**src/rtl/cache_pkg.sv**
```systemverilog
package cache_pkg;

	////////////////////////////////////////////////////////////////////////////
	// Cache geometry
	////////////////////////////////////////////////////////////////////////////
	localparam int LINE_WIDTH = 128;
	localparam int LINE_BYTES = LINE_WIDTH / 8;
	localparam int OFFSET_BITS = $clog2(LINE_BYTES);
	localparam int CACHE_DEPTH = 4;
	localparam int INDEX_BITS = $clog2(CACHE_DEPTH);
	localparam int TAG_BITS = 32 - INDEX_BITS - OFFSET_BITS;

	// Backing memory
	localparam int MEM_LINES = 64;
	localparam int MEM_LATENCY = 3;

	typedef logic [31:0] addr_t;
	typedef logic [LINE_WIDTH-1:0] line_t;
	typedef logic [LINE_BYTES-1:0] byte_en_t;
	typedef logic [TAG_BITS-1:0] tag_t;
	typedef logic [INDEX_BITS-1:0] index_t;

	typedef struct packed {
		addr_t addr;
		logic read_write;
		byte_en_t byte_enable;
		line_t data;
	} cpu_req_t;

	typedef struct packed {
		addr_t addr;
		line_t data;
	} mem_req_t;

	typedef enum logic [1:0] {lookup, evict, fill} cache_state_t;

	////////////////////////////////////////////////////////////////////////////
	// Address fields: tag | index | offset
	////////////////////////////////////////////////////////////////////////////
	function automatic index_t addr_index(addr_t addr);
		return addr[OFFSET_BITS +: INDEX_BITS];
	endfunction

	function automatic tag_t addr_tag(addr_t addr);
		return addr[31 -: TAG_BITS];
	endfunction

	// Line-aligned byte address
	function automatic addr_t line_base(tag_t tag, index_t index);
		return {tag, index, {OFFSET_BITS{1'b0}}};
	endfunction

endpackage

```
**src/rtl/cache_direct.sv**
```systemverilog
module cache_direct (
	input logic clk,
	input logic reset,
	input logic master_enable,
	input cache_pkg::cpu_req_t req,
	output cache_pkg::line_t data_out,
	output logic hit,
	// Line store
	output cache_pkg::addr_t lookup_addr,
	output logic wr_en,
	output cache_pkg::byte_en_t byte_enable,
	output cache_pkg::line_t wr_data,
	output logic fill_en,
	output cache_pkg::addr_t fill_addr,
	output cache_pkg::line_t fill_data,
	output logic invalidate,
	input logic lookup_hit,
	input cache_pkg::line_t line_data,
	input cache_pkg::tag_t victim_tag,
	input logic victim_dirty,
	// Backing memory
	output logic mem_write_req,
	output cache_pkg::mem_req_t mem_write,
	input logic mem_write_ack,
	output logic mem_read_req,
	output cache_pkg::addr_t mem_read_addr,
	input cache_pkg::line_t mem_read_data,
	input logic mem_read_ack
);
	import cache_pkg::*;

	cache_state_t state;
	index_t index;
	logic accept;
	logic miss;

	assign index = addr_index(req.addr);

	// The request is still held during its own hit cycle, so skip it there
	assign accept = master_enable && !hit && (state == lookup);
	assign miss = accept && !lookup_hit;

	////////////////////////////////////////////////////////////////////////////
	// Store strobes
	////////////////////////////////////////////////////////////////////////////
	assign lookup_addr = req.addr;
	assign wr_en = accept && lookup_hit && !req.read_write;
	assign byte_enable = req.byte_enable;
	assign wr_data = req.data;

	// Victim fields are captured below in the same cycle
	assign invalidate = miss;

	assign fill_en = (state == fill) && mem_read_ack;
	assign fill_addr = mem_read_addr;
	assign fill_data = mem_read_data;

	////////////////////////////////////////////////////////////////////////////
	// Miss sequencing
	////////////////////////////////////////////////////////////////////////////
	always_ff @(posedge clk) begin
		if (reset) begin
			state <= lookup;
			hit <= 1'b0;
			mem_write_req <= 1'b0;
			mem_read_req <= 1'b0;
		end else begin
			hit <= accept && lookup_hit;
			case (state)
				lookup: begin
					if (miss) begin
						if (victim_dirty) begin
							mem_write_req <= 1'b1;
							state <= evict;
						end else begin
							mem_read_req <= 1'b1;
							state <= fill;
						end
					end
				end
				evict: begin
					// Refill starts only once the write-back is taken
					if (mem_write_ack) begin
						mem_write_req <= 1'b0;
						mem_read_req <= 1'b1;
						state <= fill;
					end
				end
				fill: begin
					// Back to lookup, which then hits on the new line
					if (mem_read_ack) begin
						mem_read_req <= 1'b0;
						state <= lookup;
					end
				end
				default: begin
					state <= lookup;
				end
			endcase
		end
	end

	// Response line, stored or merged
	always_ff @(posedge clk) begin
		if (accept && lookup_hit) begin
			data_out <= line_data;
		end
	end

	// Eviction and fill addresses, fixed for the whole miss
	always_ff @(posedge clk) begin
		if (miss) begin
			mem_write.addr <= line_base(victim_tag, index);
			mem_write.data <= line_data;
			mem_read_addr <= line_base(addr_tag(req.addr), index);
		end
	end

endmodule

```
**config.mk**
```make
export PLATFORM = sky130hd
export DESIGN_NAME = cache_direct
export DESIGN_NICKNAME = d
export VERILOG_FILES = /design/src/rtl/cache_pkg.sv /design/src/rtl/cache_direct.sv
export SDC_FILE = /design/constraint.sdc
export NUM_CORES = 1
export LEC_CHECK = 0
export BUFFER_PORTS_ARGS = -buffer_cell sky130_fd_sc_hd__buf_4
export CAP_MARGIN = 25
export CORE_AREA = 3 3 432 434
export CTS_BUF_LIST = sky130_fd_sc_hd__clkbuf_8 sky130_fd_sc_hd__clkbuf_16
export CTS_CLUSTER_SIZE = 16
export DETAILED_ROUTE_END_ITERATION = 12
export DIE_AREA = 0 0 435 437
export PLACE_DENSITY = 0.3
export SYNTH_ARGS = -nofsm -noshare
export SYNTH_HDL_FRONTEND = slang
export SYNTH_SLANG_ARGS = --single-unit
```
**constraint.sdc**
```tcl
create_clock -name clk -period 7.7 [get_ports clk]
set_input_delay 0.77 -clock clk [delete_from_list [all_inputs] [get_ports clk]]
set_output_delay 0.77 -clock clk [all_outputs]
set_load 0.01 [all_outputs]
```
After elaboration in Yosys (flattened, before gate mapping)
Cells that the tools add are included.
Word-level totals
  flip-flop bits (word level): 317
  bits in latches: 0
  RAM bits: 0
  bits in read-only memories: 0
  input port bits: 466
  output and inout port bits: 662
  word-level logic and storage cells: 44
  memories kept: 0
Cells by class
  $add $sub $neg: 0
  multiply operators: 0
  divide/modulo/power cells: 0
  magnitude comparators: 0
  eq/ne operators: 7
  shift-type cells: 0
  multiplexer cells: 14
  bitwise gates (word level): 0
  reductions and logical operators: 15
Operators with widths (count)
  2-bit != test (second input constant): 5
  2-bit 2-to-1 mux: 4
  1-bit 2-to-1 mux: 7
  1-bit logical AND: 6
  2-bit case mux with 3 select lines: 1
  5-bit AND reduction: 1
  4-bit AND reduction: 1
  1-bit zero test: 3
  1-bit case mux with 3 select lines: 1
  3-bit AND reduction: 1
  3-bit nonzero test: 1
  2-bit by 1-bit equality test with 1-bit output (second input constant): 1
  2-bit equality test (second input constant): 1
  2-bit zero test: 1
  1-bit case mux with 2 select lines: 1
  2-bit nonzero test: 1

Logic depth before layout (Yosys ltp)
  word-level depth: 6
  gate-level depth with buffers: 4
  mapped depth without buffers: 4

Worst setup path before layout
OpenSTA, ideal clock, no wires.
  path kind: input-to-output
  start point: input master_enable
  end point: output invalidate
  arrival: 5.069 ns
  required time: 6.930 ns
  setup slack: 1.861 ns
  cell stages on the path: 2
  buffers on the path: 0
  cells stage by stage: nor4b_1 -> and2b_1
Between the ends
  longest elaborated chain between the ends: 3
RTL lines
  start: declaration: RTL line cache_direct.sv:4  | input logic master_enable,
  1-bit logical AND (2 in series): RTL line cache_direct.sv:40  | assign accept = master_enable && !hit && (state == lookup);
  1-bit logical AND: RTL line cache_direct.sv:41  | assign miss = accept && !lookup_hit;
  end: declaration: RTL line cache_direct.sv:16  | output logic invalidate,
No other way between the ends.

Worst setup path in the final report
  start point: register state[0]
  end point: output invalidate
Between the ends
  longest elaborated chain between the ends: 3
RTL lines
  start: declaration: RTL line cache_direct.sv:32  | cache_state_t state;
  start signal: assignment: RTL line cache_direct.sv:63  | state <= lookup;
  start signal: assignment: RTL line cache_direct.sv:74  | state <= evict;
  start signal: assignment: RTL line cache_direct.sv:77  | state <= fill;
  2-bit zero test: RTL line cache_direct.sv:40
  1-bit logical AND: RTL line cache_direct.sv:40
  1-bit logical AND: RTL line cache_direct.sv:41
No other way between the ends.

==> results_dict.tcl <==
set metrics [dict create \
    status "finished clean" \
    fin_tns_setup_ns 0 \
    io_buffers 563 \
    antenna_found_initial 21 \
    clkSlewWorstSetupHoldPaths_ns 0.07 \
    area_delta_synth_final_pct 50.0 \
    hold_violations 0 \
    cts_resized 0 \
    synth_area_leaders "edfxtp_1 77%, buf_4 21%, dfxtp_1 0.82%" \
    cts.sinks 315 \
    core_area_mm2 0.183 \
    ant_nets 0 \
    vias 6488 \
    yosysWarnings 0 \
    clk_latency_ns 0.63 \
    setup_viol 0 \
    yosys.area.top_type_share_pct 76.5 \
    avgSynthCellArea_um2 17.8 \
    grt_pass1_wl_um 76400 \
    synth_top_family_by_area "buffers and inverters" \
    synth_area_mm2 0.0122 \
    die_h_um 437 \
    slew_headroom_pct 35.5 \
    fin_crit_sh_pct 41.9 \
    synth_compound_area_share_pct 0.432 \
    criticalPathCategory "reg -> out" \
    dr.pass1.iters 4 \
    grt_pass1_vias 6968 \
    cts_hold_buf 0 \
    drt_iter0_markers 279 \
    grt-ovfl-total 0 \
    cts_tree "yes" \
    layout.nets 1424 \
    hold_ws_ns 0.307 \
    muxShareOfSynthArea_pct 0 \
    synth_top_cell_by_area "edfxtp_1" \
    synth_seq_cells 315 \
    track_usage_pct 6.14 \
    met3WireLength_um 7160 \
    synthSimpleGateAreaFrac_pct 0.802 \
    async_reset_ff_share_pct 0 \
    cap_violations 0 \
    syn_inst 685 \
    wl_met1_um 23300 \
    total_power_uw 4320 \
    synth-xor-area-share_pct 0 \
    setup_slack_ns 4.47 \
    slew_viol_final 0 \
    dp_hpwl_um 49800 \
    dieWidth_um 435 \
    synth.most_common_cell "buf_4" \
    numCtsBuffers 40 \
    wl_um 61500 \
    synth-adder-area-share_pct 0 \
    htreeDepth 2 \
    synthTopCellsByCount "346 x buf_4, 310 x edfxtp_1, 5 x dfxtp_1" \
    rrSetupSlack_ns 4.50 \
    cp.required_ns 6.93 \
    clock.fmax_ghz 0.310 \
    routedWlPerCell_um 17.8 \
    synth_edf_count 310 \
    yosysSeqAreaShare_pct 77.3 \
    cts_setup_buffers 0 \
    worst_hold_path_type "in -> reg" \
    die_area_mm2 0.190 \
    hold_start "line_data[49]" \
    via_per_inst 1.88 \
    start_kind "flip-flop" \
    ioPinCount 1128 \
    arrival_ns 2.46 \
    place_ws_ns 4.06 \
    drcViolationCount 0 \
    tightest_slew_ns 0.968 \
    r2r-start "state[0]" \
    highest_layer "met5" \
    grt_max_degree 109 \
    ys.flop_type "edfxtp_1" \
    power.leakage_uw 0.00638 \
    crit_path_start "state[0]" \
    cts_root_buf "clkbuf_16" \
    start_util_pct 6.65 \
    end_kind "output port" \
    num_rows 157 \
    fin_worst_skew_ns 0.0323 \
    path_max_fanout 31 \
    clockBufferDepth 3 \
    ir_drop_mv 0.137 \
    synth_cell_types 21 \
    layout-drive-gt1-share_pct 63.4 \
    rsz0062_at_grt "no" \
    routabilityCongestion 0.747 \
    period_needed_ns 3.23 \
    wl_met2_um 28900 \
    power.density_mw_per_mm2 237 \
]
[routing by layer]
layer	track usage, %	vias to the layer above
met1	6.87	3283
li1	-	2619
met2	9.53	473
met4	2.18	4
met5	1.41	-
met3	3.52	109
[where the power goes]
part	switching [uW]	internal, uW
sequential	40.2	2000
clock	838	1050
combinational	215	179
total	1090	3230
[cells by family (layout without fill, tap and decap cells)]
group           Yosys count  in the layout
simple gates             14             14
compound gates            7              7
flops                   315            315
buf+inv                 348            639
other cells               1             16
[cell type report]
| cell class | count | area, um^2 |
|---|---|---|
| Tap cell | 2464 | 3080 |
| Clock inverter | 31 | 282 |
| Inverter | 2 | 12.5 |
| Fill cell | 21019 | 165000 |
| Timing Repair Buffer | 566 | 4260 |
| Sequential cell | 315 | 9410 |
| Multi-Input combinational cell | 33 | 198 |
| Antenna cell | 4 | 10.0 |
| Clock buffer | 40 | 1000 |
[cell usage in the layout (no fill, tap or decap), types with 2 or more instances in the layout]
master,synthesis,routed
clkbuf_16,0,40
nand2_1,2,2
clkinv_2,0,4
diode_2,0,4
bufinv_16,0,3
nor2_1,2,2
inv_1,2,10
clkinv_16,0,2
or3b_1,2,2
clkinv_1,0,8
buf_4,346,565
conb_1,1,12
edfxtp_1,310,310
dfxtp_1,5,5
nor3b_1,2,2
clkinvlp_4,0,3
a21oi_1,2,2
[critical path, stage by stage (launching register included)]
cell and delay [ns]:
dfxtp_1 0.38, nor4b_1 0.47, and2b_4 0.68, buf_4 0.24
[final timing paths]
check | to | cells after the start
setup / recovery | invalidate | 3
hold / removal | mem_write[49] | 1
setup reg to reg | data_out[68] | 4
hold reg to reg | mem_read_req | 2
[metrics by stage]
step / utilization [%] / cells / instance area (um^2)
floorplan: - / 696 / 12200
global placement: 9.27 / 3380 / 17000
detailed placement: 9.27 / 3380 / 17000
CTS: 9.97 / 3451 / 18200
global route: 9.97 / 3452 / 18200
finish: 9.97 / 3455 / 18300
[sequential cells by signal (all words and copies together) (netlist names)]
register	flops
data_out	128
fill_addr	28
hit	1
mem_read_req	1
mem_write	154
mem_write_req	1
state	2
Power figures use the tool's default switching activity.
