===== src/rtl/cache_pkg.sv =====
package cache_pkg;

	////////////////////////////////////////////////////////////////////////////
	// Cache geometry
	////////////////////////////////////////////////////////////////////////////
	localparam int LINE_WIDTH = 128;
	localparam int LINE_BYTES = LINE_WIDTH / 8;
	localparam int OFFSET_BITS = $clog2(LINE_BYTES);
	localparam int CACHE_DEPTH = 4;
	localparam int INDEX_BITS = $clog2(CACHE_DEPTH);
	localparam int TAG_BITS = 32 - INDEX_BITS - OFFSET_BITS;

	// Backing memory
	localparam int MEM_LINES = 64;
	localparam int MEM_LATENCY = 3;

	typedef logic [31:0] addr_t;
	typedef logic [LINE_WIDTH-1:0] line_t;
	typedef logic [LINE_BYTES-1:0] byte_en_t;
	typedef logic [TAG_BITS-1:0] tag_t;
	typedef logic [INDEX_BITS-1:0] index_t;

	typedef struct packed {
		addr_t addr;
		logic read_write;
		byte_en_t byte_enable;
		line_t data;
	} cpu_req_t;

	typedef struct packed {
		addr_t addr;
		line_t data;
	} mem_req_t;

	typedef enum logic [1:0] {lookup, evict, fill} cache_state_t;

	////////////////////////////////////////////////////////////////////////////
	// Address fields: tag | index | offset
	////////////////////////////////////////////////////////////////////////////
	function automatic index_t addr_index(addr_t addr);
		return addr[OFFSET_BITS +: INDEX_BITS];
	endfunction

	function automatic tag_t addr_tag(addr_t addr);
		return addr[31 -: TAG_BITS];
	endfunction

	// Line-aligned byte address
	function automatic addr_t line_base(tag_t tag, index_t index);
		return {tag, index, {OFFSET_BITS{1'b0}}};
	endfunction

endpackage


===== src/rtl/cache_line_store.sv =====
module cache_line_store (
	input logic clk,
	input logic reset,
	input cache_pkg::addr_t lookup_addr,
	input logic wr_en,
	input cache_pkg::byte_en_t byte_enable,
	input cache_pkg::line_t wr_data,
	input logic fill_en,
	input cache_pkg::addr_t fill_addr,
	input cache_pkg::line_t fill_data,
	input logic invalidate,
	output logic lookup_hit,
	output cache_pkg::line_t line_data,
	output cache_pkg::tag_t victim_tag,
	output logic victim_dirty
);
	import cache_pkg::*;

	tag_t tags [CACHE_DEPTH];
	line_t lines [CACHE_DEPTH];
	logic [CACHE_DEPTH-1:0] valid;
	logic [CACHE_DEPTH-1:0] dirty;

	index_t index;
	tag_t tag;
	index_t fill_index;
	byte_en_t lane_en;
	line_t bit_mask;
	line_t merged;

	assign index = addr_index(lookup_addr);
	assign tag = addr_tag(lookup_addr);
	assign fill_index = addr_index(fill_addr);

	// Lanes only take effect while a write is strobed,
	// so a read or a victim sees the stored line unchanged
	assign lane_en = wr_en ? byte_enable : '0;

	always_comb begin
		for (int i = 0; i < LINE_BYTES; i++) begin
			bit_mask[8*i +: 8] = {8{lane_en[i]}};
		end
	end

	assign merged = (lines[index] & ~bit_mask) | (wr_data & bit_mask);

	// Lookup results
	assign lookup_hit = valid[index] && (tags[index] == tag);
	assign line_data = merged;
	assign victim_tag = tags[index];
	assign victim_dirty = valid[index] && dirty[index];

	////////////////////////////////////////////////////////////////////////////
	// Status bits
	////////////////////////////////////////////////////////////////////////////
	always_ff @(posedge clk) begin
		if (reset) begin
			valid <= '0;
			dirty <= '0;
		end else if (fill_en) begin
			valid[fill_index] <= 1'b1;
			dirty[fill_index] <= 1'b0;
		end else if (invalidate) begin
			valid[index] <= 1'b0;
			dirty[index] <= 1'b0;
		end else if (wr_en) begin
			dirty[index] <= 1'b1;
		end
	end

	// Tag and data arrays
	always_ff @(posedge clk) begin
		if (fill_en) begin
			lines[fill_index] <= fill_data;
			tags[fill_index] <= addr_tag(fill_addr);
		end else if (wr_en) begin
			lines[index] <= merged;
		end
	end

endmodule


===== config.mk =====
export PLATFORM = sky130hd
export DESIGN_NAME = cache_line_store
export DESIGN_NICKNAME = d
export VERILOG_FILES = /design/src/rtl/cache_pkg.sv /design/src/rtl/cache_line_store.sv
export SDC_FILE = /design/constraint.sdc
export NUM_CORES = 1
export LEC_CHECK = 0
export BUFFER_PORTS_ARGS = -buffer_cell sky130_fd_sc_hd__buf_4
export CAP_MARGIN = 25
export CORE_MARGIN = 2
export CORE_UTILIZATION = 55
export CTS_CLUSTER_DIAMETER = 60
export DETAILED_ROUTE_END_ITERATION = 6
export PLACE_DENSITY = 0.8
export REMOVE_ABC_BUFFERS = 1
export SLEW_MARGIN = 10
export SYNTH_ARGS = -nofsm -noshare
export SYNTH_HDL_FRONTEND = slang
export SYNTH_SLANG_ARGS = --single-unit

===== constraint.sdc =====
create_clock -name clk -period 21.3 [get_ports clk]
set_input_delay 1.065 -clock clk [delete_from_list [all_inputs] [get_ports clk]]
set_output_delay 1.065 -clock clk [all_outputs]
set_load 0.02 [all_outputs]

; Yosys cells after proc, flatten, opt, wreduce, memory -nomap -nowiden
; Memories as Yosys holds them, arrays and structs flattened.
; Index checks and enable logic that the tools add are counted.
[word_totals]
word_cells = 49
out_inout_bits = 156
memories = 2
mem_bits_rw = 616
input_bits = 341
ff_bits = 8
[mem_list]
columns = name, depth, width, read_ports, rd_ports_with_merged_regs, write_ports, line_no
row1 = lines, 4, 128, 1, 0, 1, cache_line_store.sv:20  ; line_t lines [CACHE_DEPTH];
row2 = tags, 4, 26, 1, 0, 1, cache_line_store.sv:19  ; tag_t tags [CACHE_DEPTH];
[op_classes]
order_cmp = 4
n_mux = 22
eq_ne = 1
bitwise_logic = 11
reduce_logical = 7
[op_table]
columns = op, count
row1 = AND 128 bit, 2
row2 = two-way mux 128 bit, 1
row3 = inverter 128 bit, 1
row4 = bitwise OR 128 bit, 1
row5 = OR reduction 128 bit, 1
row6 = == test 26 bit, 1
row7 = two-way mux 4 bit, 5
row8 = two-way mux 16 bit, 1
row9 = AND 4 bit, 3
row10 = two-way mux 1 bit, 10
row11 = inverter 4 bit, 2
row12 = bitwise OR 4 bit, 2
row13 = "< comparator 2 x 3 -> 1 bit, second input constant", 2
row14 = binary-select mux 1 bit (select 2 bit), 2
row15 = demux 1 bit (select 2 bit), 2
row16 = "greater-or-equal comparator 2 x 1 -> 1 bit, second input constant", 2
row17 = logical AND 1 bit, 4
row18 = nonzero test 3 bit, 1
row19 = two-way mux 2 bit, 1
row20 = nonzero test 2 bit, 1

; Depth between registers and ports, before layout
; Gate-level depths: netlist of run 1.
[depth]
ltp_word = 8
ltp_mapped = 9
depth_no_buf = 5

; Least setup slack after synthesis of run 1
; No wires, ideal clock.
[synth_path]
kind = input to register
from = input port lookup_addr[4]
to = memory lines[1][0] in the netlist's numbering, enable pin
required_time_ns = 20.640
setup_ns = 0.660
slack_ns = 12.460
path_stages = 6
t_arrival_ns = 8.181
cell_sequence = buf_6 > buf_4 > buf_4 > buf_2 > nand2b_1 > o22ai_1
[synth_via]
elab_chain_len = 1
[synth_rtl]
columns = item, line_no
row1 = from (decl), cache_line_store.sv:4  ; input cache_pkg::addr_t lookup_addr,
row2 = two-way mux 2 bit (no source line), -
row3 = to (decl), cache_line_store.sv:20
; No other way between the ends.

; Final worst setup path of run 1
[layout_path]
from = input port lookup_addr[5]
to = output port line_data[35]
[layout_via]
elab_chain_len = 3
[layout_rtl]
columns = item, line_no
row1 = memory (4 x 128 bit), -
row2 = AND 128 bit, cache_line_store.sv:45  ; assign merged = (lines[index] & ~bit_mask) | (wr_data & bit_mask);
row3 = bitwise OR 128 bit, cache_line_store.sv:45
row4 = to (decl), cache_line_store.sv:13  ; output cache_pkg::line_t line_data,
; No other way between the ends.

==> results.sh, run 1 <==
export IMPL_cts_tree="done"
export IMPL_tns_ns=0
export IMPL_die_area_mm2=0.0493
export IMPL_critPathTopFamily="buffers and inverters"
export IMPL_cts_root_buf="clkbuf_16"
export IMPL_antenna_left=0
export IMPL_p_leak_nw=12.2
export IMPL_synth_top_cell_by_area="edfxtp_1"
export IMPL_required_ns=20.24
export IMPL_skew_ns=0.0100
export IMPL_relSlewSlack_pct=32.3
export IMPL_detail_route_wl_per_cell_um=22.5
export IMPL_track_usage_pct=24.0
export IMPL_clock_fmax_mhz=196
export IMPL_synthTopCellsByArea="edfxtp_1, mux4_2, nand2_1"
export IMPL_critPathMostFrequentCell="buf_4"
export IMPL_numCtsBuffers=58
export IMPL_htreeDepth=2
export IMPL_path_max_fanout=80
export IMPL_yosys_warnings=0
export IMPL_synth_seq_cells=624
export IMPL_core_area_mm2=0.0468
export IMPL_cts_resized=0
export IMPL_hpwl_mm=37.9
export IMPL_num_rows=79
export IMPL_p_per_area_mw_per_mm2=88.5
export IMPL_crit_chain="buf_6 > buf_4 > buf_4 > mux4_2 > mux2_2 > buf_4"
export IMPL_ff2ff_setup_slack_ns=19.60
export IMPL_final_layout_size_suffix_gt1_share_pct=43.5
export IMPL_gp_congestion=0.823
export IMPL_drt_total_wl_mm=59.4
export IMPL_start_kind="input port"
export IMPL_fin_ws_ns=16.20
export IMPL_grt_pass1_wl_mm=89.3
export IMPL_ctsHoldBuffers=0
export IMPL_rsz0062_at_grt="false"
export IMPL_maxCapViolations=0
export IMPL_synth_edf_count=616
export IMPL_worst_pin_slew_ns=1.02
export IMPL_hold_viol_final=0
export IMPL_fin_crit_sh_pct=23.9
export IMPL_status="completed"
export IMPL_syn_avg_cell_area_um2=17.6
export IMPL_synthArstFlopShare_pct=0
export IMPL_drv_slew=0
export IMPL_cp_arrival_ns=4.03
export IMPL_cp_slowest_cell="buf_4"
export IMPL_post_cts_buffers=0
export IMPL_antenna_found_initial=3
export IMPL_route_detailed_drc=0
export IMPL_rr_endpoint="lines[0][108]"
export IMPL_grt_max_degree=86
export IMPL_syn_to_final_growth_pct=24.2
export IMPL_vias=15100
export IMPL_crit_type="input port to output port"
export IMPL_synth_seq_area_share_pct=71.4
export IMPL_finalSetupViolations=0
export IMPL_min_period_ns=5.10
export IMPL_worstSetupEndpointType="output port"
export IMPL_ys_types=37
export IMPL_whs_path_depth=2
export IMPL_path_buf_inv=4
export IMPL_viasPerCell=5.73
export IMPL_pre_cts_ws_ns=16.16
export IMPL_critPathMaxStageDelay_ns=0.68
export IMPL_grt_overflow_total=0
export IMPL_holdCritPathClass="register to register"
export IMPL_clk_path_buf_depth=3
export IMPL_cts_sinks=624
export IMPL_clk_insertion_delay_late_ns=0.61
export IMPL_grt_pass1_vias=15300
export IMPL_fp_dieH_um=222
export IMPL_syn_inst=1481
export IMPL_first_pass_iters=5
export IMPL_r2r_start="lines[3][108]"
export IMPL_synth_ff_type="edfxtp_1"
export IMPL_io_buffers=488
export IMPL_die_x_um=222
export IMPL_clk_pin_slew_ns=0.06
export IMPL_irDropWorstVdd_uv=63.1
export IMPL_synth_area_mm2=0.0261
export IMPL_io_pins=497
export IMPL_fin_nets=2318
export IMPL_start_util_pct=55.9
export IMPL_r2r_cells=4
export IMPL_yosysTopAreaCellShare_pct=70.8
export IMPL_drt_iter0_drc=1355
export IMPL_n_fill_cell=3008
stage by stage:
stage | area [µm²] | hold slack (ns) | util (%) | power (mW) | instances
after detailed placement | 30400 | 0.473 | 65.1 | 1.84 | 2523
after floorplan | 25800 | 0.440 | - | 1.67 | 1411
after global placement | 30400 | 0.458 | 65.1 | 1.83 | 2523
after global routing | 32400 | 0.513 | 69.4 | 2.96 | 2635
final | 32400 | 0.485 | 69.4 | 2.87 | 2636
after CTS | 32400 | 0.481 | 69.3 | 2.89 | 2633
cells by family after synthesis:
family | count (synthesis) | synth area share, %
compound gates | 25 | 0.627
buf+inv | 72 | 1.36
simple gates | 443 | 6.62
mux | 292 | 19.1
xor+xnor | 25 | 0.838
flops | 624 | 71.4
area by class of cell:
class / instances / area, µm² / area share (%)
timing repair buffer: 506 / 3840 / 11.8
clock inverter: 36 / 407 / 1.25
clock buffer: 74 / 1580 / 4.86
tap: 607 / 759 / 2.34
inverter: 2 / 7.51 / 0.0231
multi-input combinational: 785 / 7180 / 22.1
sequential: 624 / 18700 / 57.5
antenna: 2 / 5.00 / 0.0154
worst min-delay path: cells and delay by family, from the launching register on:
kind | cells | cell delay, ns
DFF | 1 | 0.31
AOI/OAI and AO/OA | 2 | 0.13
registers in the layout (all words and copies together) (netlist names), named ones only:
| register | count |
|---|---|
| lines | 512 |
| tags | 104 |
| valid | 4 |
cells in the final DEF (no fill, tap or decap), types with 9 or more instances in the layout:
| master | Yosys | routed |
|---|---|---|
| edfxtp_1 | 616 | 616 |
| buf_4 | 13 | 502 |
| nand2_1 | 405 | 404 |
| mux4_2 | 149 | 149 |
| mux2_2 | 128 | 128 |
| clkbuf_16 | 0 | 61 |
| xor2_1 | 21 | 21 |
| nor2_1 | 15 | 14 |
| clkbuf_1 | 33 | 13 |
| mux2i_1 | 12 | 12 |
| clkinv_1 | 0 | 12 |
| clkinv_2 | 0 | 10 |
| bufinv_16 | 0 | 9 |
power breakdown:
group / switching (mW) / internal [mW] / total [mW]
Clock: 0.426 / 0.631 / 1.06
Sequential: 0.0154 / 1.43 / 1.45
Combinational: 0.201 / 0.164 / 0.365
Total: 0.643 / 2.23 / 2.87
per-layer routing:
metal	part of all wire, %	up-vias	global-route usage [%]	routed length, µm
met4	2.6	4	7.45	1550
met5	0.056	-	0	33
li1	-	6738	-	-
met1	38	7595	31.2	22700
met3	7.7	101	5.06	4560
met2	51	672	41.1	30600
worst max-delay path by stage:
| stage | startpoint | endpoint | slack [ns] | cells after the start |
|---|---|---|---|---|
| final | lookup_addr[5] | line_data[35] | 16.20 | 6 |
| after global routing | lookup_addr[5] | line_data[35] | 16.07 | 6 |
| after CTS | lookup_addr[5] | line_data[35] | 16.15 | 6 |
| after detailed placement | lookup_addr[5] | line_data[56] | 16.16 | 6 |
| after global placement | lookup_addr[5] | line_data[35] | 16.15 | 6 |
| after floorplan | fill_en | lines[1][0] | 10.98 | 3 |
cells in the mapped netlist, types with 5 or more instances:
master	instances
mux2i_1	12
mux4_2	149
edfxtp_1	616
dfxtp_1	8
o21ai_0	5
nand2_1	405
buf_1	13
nand3_1	6
nor2_1	15
a21oi_1	8
clkbuf_1	33
buf_2	9
xor2_1	21
mux2_2	128
buf_4	13
(Power assumes the default switching activity.)
==> inputs of run 2 (changes only) <==
--- a/config.mk
+++ b/config.mk
@@ -8,10 +8,10 @@
 export BUFFER_PORTS_ARGS = -buffer_cell sky130_fd_sc_hd__buf_4
 export CAP_MARGIN = 25
 export CORE_MARGIN = 2
-export CORE_UTILIZATION = 55
+export CORE_UTILIZATION = 50
 export CTS_CLUSTER_DIAMETER = 60
 export DETAILED_ROUTE_END_ITERATION = 6
-export PLACE_DENSITY = 0.8
+export PLACE_DENSITY = 0.77
 export REMOVE_ABC_BUFFERS = 1
 export SLEW_MARGIN = 10
 export SYNTH_ARGS = -nofsm -noshare
==> constraint.sdc (replaced) <==
create_clock -name clk -period 4.6 [get_ports clk]
set_input_delay 0.23 -clock clk [delete_from_list [all_inputs] [get_ports clk]]
set_output_delay 0.23 -clock clk [all_outputs]
set_load 0.02 [all_outputs]
==> results.sh, run 2 (synthesis gave the netlist of run 1 again) <==
export IMPL_numCtsBuffers=59
export IMPL_start_kind="input port"
export IMPL_p_int_mw=10.1
export IMPL_multi_input_area_mm2=0.00718
export IMPL_stdcell_count=2850
export IMPL_cts_tree="done"
export IMPL_cts_root_buf="clkbuf_16"
export IMPL_drt_iter0_drc=1256
export IMPL_route_detailed_drc=0
export IMPL_viasPerCell=5.50
export IMPL_clk_path_buf_depth=3
export IMPL_numPlacedInstances=2593
export IMPL_io_pins=497
export IMPL_path_max_fanout=86
export IMPL_p_leak_nw=12.7
export IMPL_crit_type="input port to output port"
export IMPL_utilization_pct=65.8
export IMPL_cp_arrival_ns=2.82
export IMPL_tns_ns=0
export IMPL_r2r_cells=4
export IMPL_hold_viol_final=0
export IMPL_required_ns=4.37
export IMPL_antenna_found_initial=4
export IMPL_drv_slew=0
export IMPL_crit_chain="buf_8 > buf_12 > mux4_2 > mux2_2 > buf_4"
export IMPL_clk_insertion_delay_late_ns=0.60
export IMPL_path_buf_inv=3
export IMPL_clk_pin_slew_ns=0.06
export IMPL_hold_end="lines[2][77]"
export IMPL_die_area_mm2=0.0541
export IMPL_worst_pin_slew_ns=1.05
export IMPL_p_per_area_mw_per_mm2=388
export IMPL_fin_crit_sh_pct=66.2
export IMPL_regMostFlops="lines"
export IMPL_final_layout_size_suffix_gt1_share_pct=40.7
export IMPL_status="completed"
export IMPL_pre_cts_ws_ns=1.41
export IMPL_skew_ns=0.0194
export IMPL_ff2ff_setup_slack_ns=2.86
export IMPL_htreeDepth=2
export IMPL_holdCritPathClass="input port to register"
export IMPL_grt_pass1_vias=16500
export IMPL_seqPwrFrac_pct=51.0
export IMPL_critPathMaxStageDelay_ns=0.64
export IMPL_reg_largest_list="lines x512, tags x104, valid x4"
export IMPL_relSlewSlack_pct=30.3
export IMPL_hold_start="fill_data[77]"
export IMPL_r2r_start="lines[3][49]"
export IMPL_start_util_pct=50.7
export IMPL_grt_pass1_wl_mm=92.5
export IMPL_grt_max_degree=128
export IMPL_ctsHoldBuffers=143
export IMPL_finalSetupViolations=0
export IMPL_cp_slowest_cell="mux4_2"
export IMPL_whs_path_depth=3
export IMPL_rr_endpoint="lines[1][49]"
export IMPL_n_fill_cell=3481
export IMPL_mostFrequentLayoutCells="edfxtp_1, buf_4, nand2_1"
export IMPL_layout_commonest_cell="edfxtp_1"
export IMPL_drt_total_wl_mm=61.6
export IMPL_comb_power_share_pct=13.8
export IMPL_cts_resized=0
export IMPL_post_cts_buffers=0
export IMPL_gp_congestion=0.830
export IMPL_clock_fmax_mhz=328
export IMPL_sw_frac_of_total_pct=23.2
export IMPL_antenna_left=0
export IMPL_core_area_mm2=0.0515
export IMPL_fp_dieH_um=233
export IMPL_die_x_um=233
export IMPL_track_usage_pct=22.8
export IMPL_power_switching_mw=3.05
export IMPL_largest_reg_flops=512
export IMPL_vias=15700
export IMPL_cts_sinks=624
export IMPL_min_period_ns=3.05
export IMPL_syn_to_final_growth_pct=29.7
export IMPL_detail_route_wl_per_cell_um=21.6
export IMPL_worstSetupEndpointType="output port"
export IMPL_seqCellArea_mm2=0.0187
export IMPL_fin_ws_ns=1.55
export IMPL_hpwl_mm=38.0
export IMPL_num_rows=83
export IMPL_io_buffers=488
export IMPL_maxCapViolations=0
export IMPL_fin_nets=2458
export IMPL_rsz0062_at_grt="false"
export IMPL_critPathTopFamily="buffers and inverters"
export IMPL_grt_overflow_total=0
export IMPL_irDropWorstVdd_uv=298
export IMPL_first_pass_iters=6
export IMPL_pwr_share_clk_pct=35.2
[run 2: final cells by class]
class | count | area share, %
clock buffer | 68 | 4.52
antenna | 2 | 0.0148
timing repair buffer | 645 | 15.6
clock inverter | 44 | 1.01
tap | 680 | 2.51
sequential | 624 | 55.1
multi-input combinational | 785 | 21.2
inverter | 2 | 0.0222
[run 2: tightest hold or removal path: cells and delay by family]
kind | cells | cell delay (ns)
buffers and inverters | 1 | 0.08
and+or+nand+nor | 2 | 0.17
[run 2: per-stage QoR]
| stage | cell area (µm²) | hold WS (ns) | power (mW) |
|---|---|---|---|
| after floorplan | 25800 | 0.299 | 7.73 |
| after global placement | 30600 | 0.428 | 8.47 |
| after detailed placement | 30600 | 0.434 | 8.53 |
| after CTS | 33900 | 0.000498 | 13.2 |
| after global routing | 33900 | 0.0236 | 13.6 |
| final | 33900 | 0.0173 | 13.1 |
[run 2: how the worst max path moves through the flow]
stage | slack, ns | to | cells after the start | start
3_5_place_dp | 1.41 | lines[2][49] | 6 | lookup_addr[4]
6_report | 1.55 | line_data[49] | 5 | lookup_addr[4]
4_1_cts | 1.47 | line_data[49] | 5 | lookup_addr[4]
3_3_place_gp | 1.42 | lines[0][127] | 6 | lookup_addr[4]
5_1_grt | 1.33 | line_data[49] | 5 | lookup_addr[4]
2_1_floorplan | -4.89 | lines[1][0] | 3 | fill_en
[run 2: power groups by stage]
| stage | registers, mW | clock network (mW) | logic [mW] |
|---|---|---|---|
| after floorplan | 6.83 | 0 | 0.903 |
| after global placement | 6.79 | 0 | 1.68 |
| after detailed placement | 6.82 | 0 | 1.71 |
| after CTS | 6.70 | 4.72 | 1.82 |
| after global routing | 6.72 | 4.94 | 1.93 |
| final | 6.70 | 4.63 | 1.81 |
[run 2: routing by layer]
metal | global-route usage, % | part of all wire (%) | up-vias
met5 | 0 | 0.042 | -
met4 | 8.06 | 2.9 | 4
met3 | 4.50 | 7.2 | 118
met2 | 39.7 | 51 | 673
li1 | - | - | 7009
met1 | 28.5 | 39 | 7870
==> inputs of run 3 (changes only) <==
--- a/config.mk
+++ b/config.mk
@@ -8,10 +8,10 @@
 export BUFFER_PORTS_ARGS = -buffer_cell sky130_fd_sc_hd__buf_4
 export CAP_MARGIN = 25
 export CORE_MARGIN = 2
-export CORE_UTILIZATION = 50
+export CORE_UTILIZATION = 55
 export CTS_CLUSTER_DIAMETER = 60
 export DETAILED_ROUTE_END_ITERATION = 6
-export PLACE_DENSITY = 0.77
+export PLACE_DENSITY = 0.8
 export REMOVE_ABC_BUFFERS = 1
 export SLEW_MARGIN = 10
 export SYNTH_ARGS = -nofsm -noshare
==> constraint.sdc (replaced) <==
create_clock -name clk -period 3.1 [get_ports clk]
set_input_delay 0.155 -clock clk [delete_from_list [all_inputs] [get_ports clk]]
set_output_delay 0.155 -clock clk [all_outputs]
set_load 0.02 [all_outputs]
==> results.sh, run 3 (synthesis gave the netlist of run 1 again) <==
export IMPL_irDropWorstVdd_uv=493
export IMPL_clock_fmax_mhz=358
export IMPL_skew_ns=0.00937
export IMPL_io_pins=497
export IMPL_drt_iter0_drc=1403
export IMPL_regMostFlops="lines"
export IMPL_cp_arrival_ns=2.64
export IMPL_path_max_fanout=2
export IMPL_die_x_um=222
export IMPL_route_detailed_drc=0
export IMPL_fp_dieH_um=222
export IMPL_io_buffers=488
export IMPL_clk_pin_slew_ns=0.07
export IMPL_p_per_area_mw_per_mm2=582
export IMPL_worst_hold_slack_ns=0.0390
export IMPL_grt_max_degree=129
export IMPL_largest_reg_flops=512
export IMPL_clk_insertion_delay_late_ns=0.61
export IMPL_maxCapViolations=0
export IMPL_start_kind="register"
export IMPL_finalPower_mw=19.9
export IMPL_gp_congestion=0.813
export IMPL_rsz0062_at_grt="false"
export IMPL_worstSetupEndpointType="output port"
export IMPL_cp_slowest_cell="mux4_2"
export IMPL_fin_nets=2484
export IMPL_critPathMaxStageDelay_ns=0.54
export IMPL_track_usage_pct=26.3
export IMPL_clk_path_buf_depth=3
export IMPL_die_area_mm2=0.0493
export IMPL_grt_overflow_total=0
export IMPL_cts_resized=0
export IMPL_pre_cts_ws_ns=0.417
export IMPL_drt_total_wl_mm=64.6
export IMPL_vias=16100
export IMPL_path_buf_inv=1
export IMPL_mostFrequentLayoutCells="edfxtp_1, buf_4, nand2_1"
export IMPL_hold_viol_final=0
export IMPL_holdCritPathClass="input port to register"
export IMPL_cts_root_buf="clkbuf_16"
export IMPL_crit_chain="mux4_2 > xor2_1 > nor4_2 > nand3_1 > a2111oi_2 > buf_4"
export IMPL_min_period_ns=2.79
export IMPL_relSlewSlack_pct=40.4
export IMPL_start_util_pct=55.9
export IMPL_ff2ff_setup_slack_ns=1.02
export IMPL_worst_pin_slew_ns=0.895
export IMPL_antenna_found_initial=4
export IMPL_viasPerCell=5.74
export IMPL_first_pass_iters=5
export IMPL_tns_ns=0
export IMPL_p_leak_nw=12.9
export IMPL_final_area_mm2=0.0342
export IMPL_post_cts_buffers=0
export IMPL_htreeDepth=2
export IMPL_crit_type="register to output port"
export IMPL_num_rows=79
export IMPL_hpwl_mm=38.6
export IMPL_fin_crit_sh_pct=90.1
export IMPL_grt_pass1_vias=16700
export IMPL_critPathTopFamily="multiplexers"
export IMPL_syn_to_final_growth_pct=30.7
export IMPL_cts_tree="done"
export IMPL_ctsHoldBuffers=160
export IMPL_reg_largest_list="lines x512, tags x104, valid x4"
export IMPL_detail_route_wl_per_cell_um=23.1
export IMPL_final_layout_size_suffix_gt1_share_pct=40.5
export IMPL_finalSetupViolations=0
export IMPL_place_area_mm2=0.0306
export IMPL_antenna_left=0
export IMPL_fin_ws_ns=0.307
export IMPL_core_area_mm2=0.0468
export IMPL_cts_sinks=624
export IMPL_numCtsBuffers=58
export IMPL_drv_slew=0
export IMPL_layout_commonest_cell="edfxtp_1"
export IMPL_status="completed"
export IMPL_required_ns=2.94
export IMPL_grt_pass1_wl_mm=98.6
[run 3: changes by cell type in the layout (fill, tap and decap cells not counted), sizes merged]
| cell | delta |
|---|---|
| buf | +10 |
| clkinv | -6 |
| bufinv | +3 |
| clkinvlp | -3 |
| dlygate4sd3 | +17 |
| clkbuf | +3 |
[run 3: path summary, 6_finish.rpt]
| check | startpoint | endpoint | cells after the start |
|---|---|---|---|
| worst min-delay path | wr_data[34] | lines[3][34] | 4 |
| worst max register to register | lines[2][96] | lines[1][96] | 5 |
| worst min register to register | register | register | 2 |
| worst max-delay path | tags[3][0] | lookup_hit | 6 |
[run 3: routing by layer]
layer / vias up / track usage (%) / part of all wire, %
met5: - / 0 / 0.017
met4: 2 / 8.17 / 2.9
met3: 111 / 5.51 / 7.6
met2: 768 / 45.2 / 51
met1: 8142 / 34.1 / 38
li1: 7063 / - / -
[run 3: metrics by stage]
stage | cells | util [%]
finish | 2801 | 73.0
global placement | 2530 | 65.5
floorplan | 1411 | -
CTS | 2799 | 73.0
detailed placement | 2530 | 65.5
global route | 2801 | 73.0
[run 3: tightest hold or removal path, delay by kind of cell]
kind,cells,cell delay (ns)
multiplexers,1,0.14
buffers and inverters,1,0.07
AND/OR/NAND/NOR,2,0.15
[run 3: final cells by class]
cell class | count | area [µm²]
Tap cell | 607 | 759
Timing Repair Buffer | 672 | 5620
Clock inverter | 38 | 363
Sequential cell | 624 | 18700
Antenna cell | 2 | 5.00
Clock buffer | 71 | 1560
Fill cell | 2666 | 12600
Multi-Input combinational cell | 785 | 7180
Inverter | 2 | 7.51
[run 3: where the power goes]
group / total (mW) / internal, mW / switching, mW / leakage (nW)
clock: 7.19 / 4.16 / 3.03 / 0.951
sequential: 9.95 / 9.84 / 0.109 / 5.79
combinational: 2.74 / 1.28 / 1.46 / 6.15
total: 19.9 / 15.3 / 4.59 / 12.9
